<file path="src/rtl/mem_defs.svh">
/* Memory controller constants */
`ifndef MEM_DEFS_SVH
`define MEM_DEFS_SVH

// System bus address
`define MEM_ADDR_W 24

// Top two address bits select DRAM, ROM or I/O
`define MEM_REGION_MSB 23
`define MEM_REGION_LSB 22

// DRAM row field for page hit compare
`define MEM_ROW_MSB 21
`define MEM_ROW_LSB 10

`define MEM_LANES 4
`define MEM_SPEED_W 2
`define MEM_WAIT_W 4

// ROM wait cycles, slowest setting first
`define ROM_WAIT_S0 7
`define ROM_WAIT_S1 5
`define ROM_WAIT_S2 3
`define ROM_WAIT_S3 2

// I/O wait cycles, slowest setting first
`define IO_WAIT_S0 15
`define IO_WAIT_S1 7
`define IO_WAIT_S2 3
`define IO_WAIT_S3 1

`endif

</file>
<file path="src/rtl/mem_pkg.sv">
/* Memory controller types */
package mem_pkg;

	// Target of a transfer, from the top address bits
	typedef enum logic [1:0] {
		region_dram,
		region_rom,
		region_io
	} region_t;

	// Cycle sequencer states
	typedef enum logic [2:0] {
		seq_idle,
		seq_dram,
		seq_wait,
		seq_refresh,
		seq_done
	} seq_state_t;

	// Transfer size as driven by a master
	typedef enum logic [1:0] {
		size_byte = 2'b00,
		size_half = 2'b01,
		size_word = 2'b10
	} xfer_size_t;

endpackage

</file>
<file path="src/rtl/bus_arbiter.sv">
/* Fixed-priority bus arbiter */
`timescale 1ns/1ps
`include "mem_defs.svh"

module bus_arbiter (
	input  logic                   sys_clk,
	input  logic                   resetl,
	input  logic                   refresh_req,
	input  logic                   m0_req,
	input  logic                   m0_write,
	input  logic [`MEM_ADDR_W-1:0] m0_addr,
	input  mem_pkg::xfer_size_t    m0_size,
	input  logic                   m1_req,
	input  logic                   m1_write,
	input  logic [`MEM_ADDR_W-1:0] m1_addr,
	input  mem_pkg::xfer_size_t    m1_size,
	input  logic                   cyc_done,
	output logic                   m0_gnt,
	output logic                   m1_gnt,
	output logic                   cyc_valid,
	output logic                   cyc_refresh,
	output logic                   cyc_write,
	output logic [`MEM_ADDR_W-1:0] cyc_addr,
	output mem_pkg::xfer_size_t    cyc_size
);

	// One-hot bus owner
	logic own_ref;
	logic own_m0;
	logic own_m1;
	// Dead cycle after a release
	logic settle;
	logic arb_open;

	// Requests are only looked at with the bus free and settled
	assign arb_open = ~(own_ref | own_m0 | own_m1) & ~settle;

	always_ff @(posedge sys_clk) begin
		if (!resetl) begin
			own_ref <= 1'b0;
			own_m0 <= 1'b0;
			own_m1 <= 1'b0;
			settle <= 1'b0;
		end else if (cyc_done) begin
			// Grant drops the cycle after ack
			own_ref <= 1'b0;
			own_m0 <= 1'b0;
			own_m1 <= 1'b0;
			settle <= 1'b1;
		end else begin
			settle <= 1'b0;
			if (arb_open) begin
				// Refresh first, then m0, then m1
				own_ref <= refresh_req;
				own_m0 <= ~refresh_req & m0_req;
				own_m1 <= ~refresh_req & ~m0_req & m1_req;
			end
		end
	end

	assign m0_gnt = own_m0;
	assign m1_gnt = own_m1;
	assign cyc_valid = own_ref | own_m0 | own_m1;
	assign cyc_refresh = own_ref;

	// Owner's attributes onto the shared bus
	always_comb begin
		cyc_write = 1'b0;
		cyc_addr = '0;
		cyc_size = mem_pkg::size_byte;
		if (own_m0) begin
			cyc_write = m0_write;
			cyc_addr = m0_addr;
			cyc_size = m0_size;
		end else if (own_m1) begin
			cyc_write = m1_write;
			cyc_addr = m1_addr;
			cyc_size = m1_size;
		end
	end

endmodule

</file>
<file path="src/rtl/cycle_sequencer.sv">
/* Memory cycle sequencer */
`timescale 1ns/1ps
`include "mem_defs.svh"

module cycle_sequencer (
	input  logic                   sys_clk,
	input  logic                   resetl,
	input  logic                   cyc_valid,
	input  logic                   cyc_refresh,
	input  logic                   cyc_write,
	input  logic [`MEM_ADDR_W-1:0] cyc_addr,
	input  logic                   dram_done,
	input  logic                   wait_done,
	output logic                   cyc_done,
	output logic                   ack,
	output logic                   refresh_ack,
	output logic                   dram_start,
	output logic                   dram_refresh,
	output logic [`MEM_ADDR_W-1:0] dram_addr,
	output logic                   rom_start,
	output logic                   io_start,
	output logic                   rom_cs_l,
	output logic                   io_cs_l,
	output logic                   lane_strobe
);

	mem_pkg::seq_state_t state;
	mem_pkg::seq_state_t next_state;
	mem_pkg::region_t region;
	// Region and kind of the cycle in flight
	mem_pkg::region_t region_q;
	logic refresh_q;
	logic launch;
	logic cs_window;

	// Address decode, 00 and 01 both map to DRAM
	always_comb begin
		case (cyc_addr[`MEM_REGION_MSB:`MEM_REGION_LSB])
			2'b10: region = mem_pkg::region_rom;
			2'b11: region = mem_pkg::region_io;
			default: region = mem_pkg::region_dram;
		endcase
	end

	// Sequencer only idles between cycles, so valid here is a new one
	assign launch = (state == mem_pkg::seq_idle) & cyc_valid;

	// Start pulses go out in the first grant cycle
	assign dram_start = launch & (cyc_refresh | (region == mem_pkg::region_dram));
	assign dram_refresh = cyc_refresh;
	assign dram_addr = cyc_addr;
	assign rom_start = launch & ~cyc_refresh & (region == mem_pkg::region_rom);
	assign io_start = launch & ~cyc_refresh & (region == mem_pkg::region_io);

	always_comb begin
		next_state = state;
		case (state)
			mem_pkg::seq_idle: begin
				if (cyc_valid) begin
					if (cyc_refresh)
						next_state = mem_pkg::seq_refresh;
					else if (region == mem_pkg::region_dram)
						next_state = mem_pkg::seq_dram;
					else
						next_state = mem_pkg::seq_wait;
				end
			end
			mem_pkg::seq_dram, mem_pkg::seq_refresh: begin
				if (dram_done)
					next_state = mem_pkg::seq_done;
			end
			mem_pkg::seq_wait: begin
				if (wait_done)
					next_state = mem_pkg::seq_done;
			end
			default: next_state = mem_pkg::seq_idle;
		endcase
	end

	always_ff @(posedge sys_clk) begin
		if (!resetl) begin
			state <= mem_pkg::seq_idle;
			region_q <= mem_pkg::region_dram;
			refresh_q <= 1'b0;
		end else begin
			state <= next_state;
			if (launch) begin
				refresh_q <= cyc_refresh;
				// Refresh counts as DRAM so no chip select fires
				region_q <= cyc_refresh ? mem_pkg::region_dram : region;
			end
		end
	end

	// Done state is the ack cycle
	assign cyc_done = (state == mem_pkg::seq_done);
	assign ack = cyc_done & ~refresh_q;
	assign refresh_ack = cyc_done & refresh_q;

	// ROM is read only, no write strobes towards it
	assign lane_strobe = ack & ~(cyc_write & (region_q == mem_pkg::region_rom));

	// Selects span cycle 1 through ack
	assign cs_window = (state == mem_pkg::seq_wait) | (state == mem_pkg::seq_done);
	assign rom_cs_l = ~(cs_window & (region_q == mem_pkg::region_rom));
	assign io_cs_l = ~(cs_window & (region_q == mem_pkg::region_io));

endmodule

</file>
<file path="src/rtl/dram_timing.sv">
/* DRAM strobe timing */
`timescale 1ns/1ps
`include "mem_defs.svh"

module dram_timing (
	input  logic                    sys_clk,
	input  logic                    resetl,
	input  logic                    dram_start,
	input  logic                    dram_refresh,
	input  logic [`MEM_ADDR_W-1:0]  dram_addr,
	input  logic [`MEM_SPEED_W-1:0] dram_speed,
	output logic                    dram_done,
	output logic                    ras_l,
	output logic                    cas_l,
	output logic                    row_mux
);

	// Phases of one DRAM cycle
	typedef enum logic [2:0] {
		dt_idle,
		dt_pre,
		dt_row,
		dt_ref,
		dt_col
	} dt_state_t;

	dt_state_t state;
	// Cycles left in the current phase
	logic [`MEM_SPEED_W-1:0] phase_cnt;
	logic phase_end;
	logic refresh_q;
	// Open page
	logic row_valid;
	logic [`MEM_ROW_MSB-`MEM_ROW_LSB:0] open_row;
	logic row_hit;

	assign row_hit = row_valid & (dram_addr[`MEM_ROW_MSB:`MEM_ROW_LSB] == open_row);
	assign phase_end = (phase_cnt == '0);

	always_ff @(posedge sys_clk) begin
		if (!resetl) begin
			state <= dt_idle;
			phase_cnt <= '0;
			refresh_q <= 1'b0;
			row_valid <= 1'b0;
			cas_l <= 1'b1;
		end else begin
			// CAS trails the column phase by one cycle of address setup
			cas_l <= (state != dt_col);
			case (state)
				dt_idle: begin
					if (dram_start) begin
						refresh_q <= dram_refresh;
						phase_cnt <= dram_speed;
						if (!dram_refresh && row_hit) begin
							// Page hit, column phase right away
							state <= dt_col;
						end else begin
							// Miss or refresh, close the row first
							row_valid <= 1'b0;
							state <= dt_pre;
						end
					end
				end
				dt_pre: begin
					if (!phase_end) begin
						phase_cnt <= phase_cnt - 1'b1;
					end else if (refresh_q) begin
						phase_cnt <= dram_speed;
						state <= dt_ref;
					end else begin
						// One cycle of row address ahead of RAS
						phase_cnt <= '0;
						state <= dt_row;
					end
				end
				dt_row: begin
					// RAS falls here and the page opens
					row_valid <= 1'b1;
					phase_cnt <= dram_speed;
					state <= dt_col;
				end
				dt_ref, dt_col: begin
					if (phase_end)
						state <= dt_idle;
					else
						phase_cnt <= phase_cnt - 1'b1;
				end
				default: state <= dt_idle;
			endcase
		end
	end

	// Row latched as RAS goes low
	always_ff @(posedge sys_clk) begin
		if (state == dt_row)
			open_row <= dram_addr[`MEM_ROW_MSB:`MEM_ROW_LSB];
	end

	assign dram_done = phase_end & ((state == dt_col) | (state == dt_ref));
	// RAS held low while a page is open, and pulsed for refresh
	assign ras_l = ~(row_valid | (state == dt_ref));
	assign row_mux = (state == dt_row);

endmodule

</file>
<file path="src/rtl/wait_counter.sv">
/* ROM and I/O wait states */
`timescale 1ns/1ps
`include "mem_defs.svh"

module wait_counter (
	input  logic                    sys_clk,
	input  logic                    resetl,
	input  logic                    rom_start,
	input  logic                    io_start,
	input  logic [`MEM_SPEED_W-1:0] rom_speed,
	input  logic [`MEM_SPEED_W-1:0] io_speed,
	input  logic                    io_wait_l,
	output logic                    wait_done
);

	logic [`MEM_WAIT_W-1:0] count;
	logic [`MEM_WAIT_W-1:0] rom_entry;
	logic [`MEM_WAIT_W-1:0] io_entry;
	logic active;
	logic io_mode;

	// Wait tables, speed 0 slowest
	always_comb begin
		case (rom_speed)
			2'd0: rom_entry = `MEM_WAIT_W'(`ROM_WAIT_S0);
			2'd1: rom_entry = `MEM_WAIT_W'(`ROM_WAIT_S1);
			2'd2: rom_entry = `MEM_WAIT_W'(`ROM_WAIT_S2);
			default: rom_entry = `MEM_WAIT_W'(`ROM_WAIT_S3);
		endcase
		case (io_speed)
			2'd0: io_entry = `MEM_WAIT_W'(`IO_WAIT_S0);
			2'd1: io_entry = `MEM_WAIT_W'(`IO_WAIT_S1);
			2'd2: io_entry = `MEM_WAIT_W'(`IO_WAIT_S2);
			default: io_entry = `MEM_WAIT_W'(`IO_WAIT_S3);
		endcase
	end

	// External wait only stretches I/O once the count runs out
	assign wait_done = active & (count == '0) & (io_wait_l | ~io_mode);

	always_ff @(posedge sys_clk) begin
		if (!resetl) begin
			active <= 1'b0;
			io_mode <= 1'b0;
			count <= '0;
		end else if (rom_start | io_start) begin
			active <= 1'b1;
			io_mode <= io_start;
			// Start cycle is the first wait cycle
			count <= io_start ? io_entry - 1'b1 : rom_entry - 1'b1;
		end else if (wait_done) begin
			active <= 1'b0;
		end else if (active && count != '0) begin
			count <= count - 1'b1;
		end
	end

endmodule

</file>
<file path="src/rtl/byte_lanes.sv">
/* Byte lane strobes */
`timescale 1ns/1ps
`include "mem_defs.svh"

module byte_lanes (
	input  logic                  lane_strobe,
	input  logic                  cyc_write,
	input  logic [1:0]            cyc_addr,
	input  mem_pkg::xfer_size_t   cyc_size,
	output logic [`MEM_LANES-1:0] we_l,
	output logic                  oe_l
);

	// Active-high lanes touched by the transfer
	logic [`MEM_LANES-1:0] lane_mask;

	always_comb begin
		case (cyc_size)
			mem_pkg::size_byte: begin
				// Single lane picked by A1:A0
				lane_mask = `MEM_LANES'(1) << cyc_addr;
			end
			mem_pkg::size_half: begin
				// A1 picks the upper or lower pair
				if (cyc_addr[1])
					lane_mask = 4'b1100;
				else
					lane_mask = 4'b0011;
			end
			default: begin
				lane_mask = '1;
			end
		endcase
	end

	// Write enables for writes, output enable for reads
	assign we_l = (lane_strobe & cyc_write) ? ~lane_mask : '1;
	assign oe_l = ~(lane_strobe & ~cyc_write);

endmodule

</file>
<file path="src/rtl/mem_ctrl.sv">
/* Memory cycle controller */
`timescale 1ns/1ps
`include "mem_defs.svh"

module mem_ctrl (
	input  logic                    sys_clk,
	input  logic                    resetl,
	input  logic                    refresh_req,
	input  logic                    m0_req,
	input  logic                    m0_write,
	input  logic [`MEM_ADDR_W-1:0]  m0_addr,
	input  mem_pkg::xfer_size_t     m0_size,
	input  logic                    m1_req,
	input  logic                    m1_write,
	input  logic [`MEM_ADDR_W-1:0]  m1_addr,
	input  mem_pkg::xfer_size_t     m1_size,
	input  logic [`MEM_SPEED_W-1:0] dram_speed,
	input  logic [`MEM_SPEED_W-1:0] rom_speed,
	input  logic [`MEM_SPEED_W-1:0] io_speed,
	input  logic                    io_wait_l,
	output logic                    m0_gnt,
	output logic                    m1_gnt,
	output logic                    ack,
	output logic                    refresh_ack,
	output logic                    ras_l,
	output logic                    cas_l,
	output logic                    row_mux,
	output logic                    rom_cs_l,
	output logic                    io_cs_l,
	output logic [`MEM_LANES-1:0]   we_l,
	output logic                    oe_l
);

	// Shared bus from the arbiter
	logic cyc_valid;
	logic cyc_refresh;
	logic cyc_write;
	logic [`MEM_ADDR_W-1:0] cyc_addr;
	mem_pkg::xfer_size_t cyc_size;
	logic cyc_done;

	// Sequencer to timing peers
	logic dram_start;
	logic dram_refresh;
	logic [`MEM_ADDR_W-1:0] dram_addr;
	logic dram_done;
	logic rom_start;
	logic io_start;
	logic wait_done;
	logic lane_strobe;

	bus_arbiter u_arbiter (
		.sys_clk, .resetl, .refresh_req,
		.m0_req, .m0_write, .m0_addr, .m0_size,
		.m1_req, .m1_write, .m1_addr, .m1_size,
		.cyc_done, .m0_gnt, .m1_gnt,
		.cyc_valid, .cyc_refresh, .cyc_write, .cyc_addr, .cyc_size
	);

	cycle_sequencer u_sequencer (
		.sys_clk, .resetl,
		.cyc_valid, .cyc_refresh, .cyc_write, .cyc_addr,
		.dram_done, .wait_done,
		.cyc_done, .ack, .refresh_ack,
		.dram_start, .dram_refresh, .dram_addr,
		.rom_start, .io_start, .rom_cs_l, .io_cs_l, .lane_strobe
	);

	// RAS/CAS and open page
	dram_timing u_dram (
		.sys_clk, .resetl,
		.dram_start, .dram_refresh, .dram_addr, .dram_speed,
		.dram_done, .ras_l, .cas_l, .row_mux
	);

	// ROM and I/O wait states
	wait_counter u_wait (
		.sys_clk, .resetl,
		.rom_start, .io_start, .rom_speed, .io_speed, .io_wait_l,
		.wait_done
	);

	byte_lanes u_lanes (
		.lane_strobe,
		.cyc_write,
		.cyc_addr(cyc_addr[1:0]),
		.cyc_size,
		.we_l,
		.oe_l
	);

endmodule

</file>
<file path="config.mk">
export PLATFORM = sky130hd
export DESIGN_NAME = mem_ctrl
export DESIGN_NICKNAME = d
export VERILOG_FILES = /design/src/rtl/mem_pkg.sv /design/src/rtl/bus_arbiter.sv /design/src/rtl/cycle_sequencer.sv /design/src/rtl/dram_timing.sv /design/src/rtl/wait_counter.sv /design/src/rtl/byte_lanes.sv /design/src/rtl/mem_ctrl.sv
export VERILOG_INCLUDE_DIRS = /design/src /design/src/rtl
export SDC_FILE = /design/constraint.sdc
export NUM_CORES = 1
export LEC_CHECK = 0
export BUFFER_PORTS_ARGS = -buffer_cell sky130_fd_sc_hd__buf_2
export CORE_MARGIN = 4
export CORE_UTILIZATION = 30
export DETAILED_ROUTE_END_ITERATION = 6
export PLACE_DENSITY = 0.63
export SLEW_MARGIN = 20
export SYNTH_ARGS = -nofsm -noshare
export SYNTH_HDL_FRONTEND = slang
export SYNTH_SLANG_ARGS = --single-unit
</file>
<file path="constraint.sdc">
create_clock -name sys_clk -period 4.27 [get_ports sys_clk]
set_clock_uncertainty 0.1 [all_clocks]
set_input_delay 0.2135 -clock sys_clk [delete_from_list [all_inputs] [get_ports sys_clk]]
set_output_delay 0.2135 -clock sys_clk [all_outputs]
set_load 0.05 [all_outputs]
</file>
=== Word level (Yosys, flattened, before mapping) ===
Cells that the tools add are included.

* $add $sub $neg: 4
* Equality and inequality tests: 30
* Shift operators: 1
* Muxes and demuxes: 40
* Bitwise logic cells: 44
* Reductions and logical operators: 25

{| class="wikitable"
|+ Operators with widths
! operator !! count
|-
| $mux 24 || 2
|-
| $mux 3 || 8
|-
| $mux 4 || 6
|-
| $and 1x1->1 || 21
|-
| $pmux 3 s3 || 2
|-
| $mux 2 || 8
|-
| $not 1->1 || 14
|-
| $eq 12x12->1 || 1
|-
| $eq 2x2->1 const B || 6
|-
| $eq 3x2->1 const B || 4
|-
| $pmux 3 s4 || 1
|-
| $pmux 4 s3 || 1
|-
| $reduce_and 3->1 || 4
|-
| $eq 2x1->1 const B || 5
|-
| $logic_not 2->1 || 5
|-
| $ne 2x1->1 const B || 5
|-
| $mux 1 || 8
|-
| $ne 2x2->1 const B || 4
|-
| $or 1x1->1 || 8
|-
| $pmux 2 s4 || 1
|-
| $pmux 4 s2 || 1
|-
| $reduce_bool 4->1 || 2
|-
| $sub 4x1->4 const B || 2
|-
| $eq 3x1->1 const B || 2
|-
| 15 further kinds || 23
|}

* Bits in registers: 36
* Output and inout bits: 14
* Word-level logic and storage cells: 160

=== Logic depth before layout (Yosys ltp) ===
* Depth in word-level cells: 9
* Depth in mapped cells: 10
* Gate-level depth less buffers: 8

=== Hierarchy ===
A second synthesis with hierarchy kept.

* Cell total of the unflattened synthesis: 250
* Area total of the unflattened synthesis: 2447.3 µm²

{| class="wikitable"
|+ By module, submodules not included
! module !! instances !! cells an instance !! area an instance (µm²) !! seq. area each (µm²)
|-
| dram_timing || 1 || 83 || 965.9 || 520.5
|-
| cycle_sequencer || 1 || 68 || 588.1 || 120.1
|-
| bus_arbiter || 1 || 49 || 484.2 || 80.1
|-
| wait_counter || 1 || 42 || 349.1 || 120.1
|-
| byte_lanes || 1 || 8 || 60.1 || 0.0
|}

=== Least setup slack after synthesis ===
OpenSTA, ideal clock, no wires.

* Kind: register -> register
* Start point: reg u_arbiter.own_m1 (netlist: u_arbiter.m1_gnt)
* End point: reg u_wait.count[2]
* Arrival: 2.485 ns
* Setup slack: 1.603 ns
* Stages on the path, launching flop included: 10
* Path buffers: 1
* Cells stage by stage: dfxtp_1 -> clkbuf_8 -> nand3b_4 -> a2111oi_4 -> and2b_2 -> a31oi_1 -> ha_1 -> nand2_1 -> a2111o_1 -> o221ai_1

* Word-level cells in the longest chain between the ends: 9
* Elaborated cells on any way between the ends: 18

{| class="wikitable"
|+ Ends and longest elaborated chain
! what !! line !! RTL
|-
| from (decl) || bus_arbiter.sv:30 || <nowiki>logic own_m1;</nowiki>
|-
| from (signal assigned) || bus_arbiter.sv:56 || <nowiki>own_m1 <= ~refresh_req & ~m0_req & m1_req;</nowiki>
|-
| $mux 24 || bus_arbiter.sv:75 || <nowiki>end else if (own_m1) begin</nowiki>
|-
| $mux 24 || bus_arbiter.sv:71 || <nowiki>if (own_m0) begin</nowiki>
|-
| $eq 2x2->1 || cycle_sequencer.sv:38 || <nowiki>case (cyc_addr[`MEM_REGION_MSB:`MEM_REGION_LSB])</nowiki>
|-
| $pmux 2 s2 || cycle_sequencer.sv:38 ||
|-
| $eq 2x1->1 / $eq 2x2->1 (equally long branches) || cycle_sequencer.sv:52, cycle_sequencer.sv:53 ||
|-
| $and 1x1->1, on equally long branches || cycle_sequencer.sv:52, cycle_sequencer.sv:53 ||
|-
| $or 1x1->1 || wait_counter.sv:46 || <nowiki>end else if (rom_start | io_start) begin</nowiki>
|-
| $ne 2x1->1 (no source line) / $reduce_bool 2->1 (equally long branches) || n/a ||
|-
| $reduce_and 2->1 (no source line) || n/a ||
|-
| to (signal assigned) || wait_counter.sv:50 || <nowiki>count <= io_start ? io_entry - 1'b1 : rom_entry - 1'b1;</nowiki>
|-
| to (signal assigned) || wait_counter.sv:54 || <nowiki>count <= count - 1'b1;</nowiki>
|-
| to (decl) || wait_counter.sv:16 || <nowiki>logic [`MEM_WAIT_W-1:0] count;</nowiki>
|}

Several ways; a longest one is shown, not always the timed one.
A chain may end at the register's enable or synchronous reset.

=== Worst setup path after layout ===
Ends and elaborated chain as after synthesis.

==> summary.txt <==
Run status
  – Result of the run: finished clean

Synthesis
  – Share of Yosys cell area claimed by the top area cell type: 0.205
  – Main flop type after synthesis: sky130_fd_sc_hd__dfxtp_1
  – Post-synth EDFFs: 12
  – #FFs+latches synth: 36
  – Synthesized Nets: roughly 340
  – Sequential fraction of the synthesis area: 0.359
  – Mapped Avg Cell Area: just under 9 um2
  – Post-Syn Area: about 2300 um2
  – Most area-consuming cells after synthesis: sky130_fd_sc_hd__dfxtp_1 21%, sky130_fd_sc_hd__edfxtp_1 15%, sky130_fd_sc_hd__nand2_1 5.1%
  – Gate count of the mapped netlist: 270
  – Yosys top cell by area: sky130_fd_sc_hd__dfxtp_1
  – Number of warnings printed during yosys synthesis: 0
  – Synth async-reset ratio: 0
  – Number of distinct library cells after synthesis: 60

Die
  – Area of the placeable core: 7410 um2
  – Number of standard-cell rows in the floorplan: 31
  – Vertical die dimension: just under 100 um
  – Die area: around 9300 um2
  – Count of boundary I/O pins: 80
  – Starting density of the core: 0.316
  – X dimension of the die: ~96 um

Clock network
  – Number of clock sinks: 36
  – Clock network latency to the later pin of the worst-skew pair: just under 0.3 ns
  – Hold bufs inserted after CTS: 0
  – Clock Path Buffers: 2
  – Clock-pin slew reported for the worst setup and hold paths after clock tree synthesis: roughly 0.080 ns
  – CTS tree: done
  – Resize count post-CTS: 0
  – Clock Tree Root: sky130_fd_sc_hd__clkbuf_8
  – Depth of the CTS H-tree: 2
  – Post-CTS setup buffer count: 0
  – CTS Buf Count: 5

Timing
  – Slew Limit Fails: 0
  – Worst hold margin: 0.0834 ns
  – Total Negative Setup Slacks: 0 ns
  – Setup repair after global routing missed its margin: false
  – Worst Max-Slew Pin Slew: 0.720 ns
  – Headroom to the max-slew limit: 0.519
  – Peak Freq: approximately 340 MHz
  – Final min period: about 3 ns
  – Portion of the clock cycle consumed by the worst path in the final layout: 0.684
  – Number of hold violations in the final report: 0
  – Final setup violation count: 0
  – Minimum setup slack in the final design: roughly 1.3 ns

Layout
  – NumNets Final: roughly 400
  – Area growth from synthesis to layout: 20.2%
  – Most frequent cells in the layout: 63 x sky130_fd_sc_hd__buf_2, 32 x sky130_fd_sc_hd__nand2_1, 24 x sky130_fd_sc_hd__dfxtp_1, 22 x sky130_fd_sc_hd__a21oi_1, 18 x sky130_fd_sc_hd__nor2_1
  – Most common cell after layout, fill and taps aside: sky130_fd_sc_hd__buf_2
  – Sequential cell area: roughly 840 um2
  – Non-filler instance count after layout: 430
  – Ratio of cells with drive above 1 in the final layout: 0.254
  – Diode insertion count for antenna repair: 0
  – Fill cells: 786
  – Combined area of the multi-input logic cells: roughly 1400 um2

Critical path
  – Launching element type of the critical path: register
  – Data arrival time of the worst path: between 3 and 4 ns
  – Launching element of the worst setup path: u_arbiter.m1_gnt
  – WP data required: roughly 4.4 ns
  – Endpoint kind of the worst setup timing path: register
  – Startpoint of the most critical register-to-register path: u_arbiter.m1_gnt
  – Worst R2R Setup Slack: 1.35 ns
  – Worst Path Max Fanout: 19
  – Classification of the worst setup path: register to register

Worst hold path
  – Worst hold-check path type: input port to register
  – Hold path startpoint: refresh_req

Global route
  – Remaining global-route overflow: 0
  – Overall Global Routing Usage: 0.135
  – Number of global-route vias before repair: roughly 2,100
  – Initial antenna violation count: 0
  – First-pass GRT wire length: roughly 9900 um
  – Maximum number of pins on one net before global-route repair: 35

Place
  – Placed wire-length estimate after detailed placement: approximately 4500 um
  – Cells after DPL: ~420
  – Placer congestion estimate: a little under 0.8
  – Number of I/O port buffers: 63
  – Worst setup slack before clock tree synthesis: between 1 and 1.5 ns

Pwr
  – Cell leakage power: roughly 1.2 nW
  – Power density over the cells: 396 nW/um2
  – VDD IR-drop max: 0.147 mV
  – Total power consumption of the routed design: 1.12 mW

Drt
  – Total detailed-routing wirelength: roughly 5900 um
  – Number of design rule violations left after detail routing: 0
  – Total iterations of the first detailed-routing run: 4
  – Iter 0 DRT Violations: 120
  – DR vias/cell: roughly 5.1
  – Detailed-route via count: between 2,000 and 2,500
  – Wirelength per Cell: between 10 and 15 um
  – Antenna viol nets, final: 0

Job
  – Number of max-cap violations: 0
-- cells in the mapped netlist, drive strengths merged (6+ instances only) --
master,n
a21oi,23
a22o,9
xor2,6
nand3b,8
dfxtp,24
edfxtp,12
buf,6
clkbuf,6
nor2b,12
inv,13
nor2,18
nand3,6
a21o,6
o21ai,12
nand2,32
-- cell families after synthesis --
group | share of synthesized area
flip-flops | 0.359
AO/OA/AOI/OAI | 0.290
multiplexers | 0.0171
AND/OR/NAND/NOR | 0.233
buffers and inverters | 0.0609
XOR/XNOR | 0.0299
adder cells (fa/ha/maj) | 0.0107
-- layer usage --
metal,share of wire,vias up,track usage,wire (um)
met5,0,-,0,0
met2,0.46,52,0.220,2720
li1,-,1123,-,-
met3,0.055,6,0.0289,324
met1,0.48,995,0.179,2820
met4,0.011,0,0.0409,63
-- layout make-up --
type / instances / area share
Tap cell: 99 / 0.0440
Clock buffer: 7 / 0.0360
Sequential cell: 36 / 0.299
Clock inverter: 1 / 0.00178
Inverter: 13 / 0.0173
Multi-Input combinational cell: 208 / 0.482
Timing Repair Buffer: 66 / 0.120
-- per-stage QoR --
stage           util  instance area [um2]
5_1_grt        0.380                 2820
6_report       0.380                 2820
4_1_cts        0.380                 2820
2_1_floorplan      -                 2340
3_5_place_dp   0.366                 2710
3_3_place_gp   0.366                 2710
-- worst max-delay path, cell delays in order (launching register included) --
cell and delay, ns:
sky130_fd_sc_hd__dfxtp_1 0.79, sky130_fd_sc_hd__nand3b_4 0.19, sky130_fd_sc_hd__a2111oi_4 0.37, sky130_fd_sc_hd__buf_4 0.25, sky130_fd_sc_hd__and2b_2 0.23, sky130_fd_sc_hd__a31oi_1 0.21, sky130_fd_sc_hd__ha_1 0.20, sky130_fd_sc_hd__nand2_1 0.06
sky130_fd_sc_hd__a2111o_1 0.39, sky130_fd_sc_hd__o221ai_1 0.07
-- power by group --
group / internal (mW) / total (mW) / switching, mW / leakage, nW
combinational: 0.153 / 0.385 / 0.232 / 0.810
sequential: 0.402 / 0.449 / 0.0471 / 0.307
clock: 0.156 / 0.281 / 0.125 / 0.0568
-- registers in the layout (all words and copies together), names as in the netlist --
name                   cells
u_dram.cas_l               1
u_sequencer.region_q       2
u_arbiter.m1_gnt           1
u_dram.state               3
u_wait.active              1
u_arbiter.cyc_refresh      1
u_sequencer.state          3
u_wait.count               4
u_dram.row_valid           1
u_arbiter.m0_gnt           1
u_dram.refresh_q           1
u_dram.phase_cnt           2
u_dram.open_row           12
u_sequencer.refresh_q      1
u_arbiter.settle           1
u_wait.io_mode             1
-- path summary, 6_finish.rpt --
kind,cells past startpoint,endpoint
setup / recovery,9,u_wait.count[2]
hold / removal,3,u_arbiter.cyc_refresh
setup reg to reg,9,u_wait.count[2]
hold reg to reg,2,u_dram.refresh_q
Power figures use the tool's default switching activity.
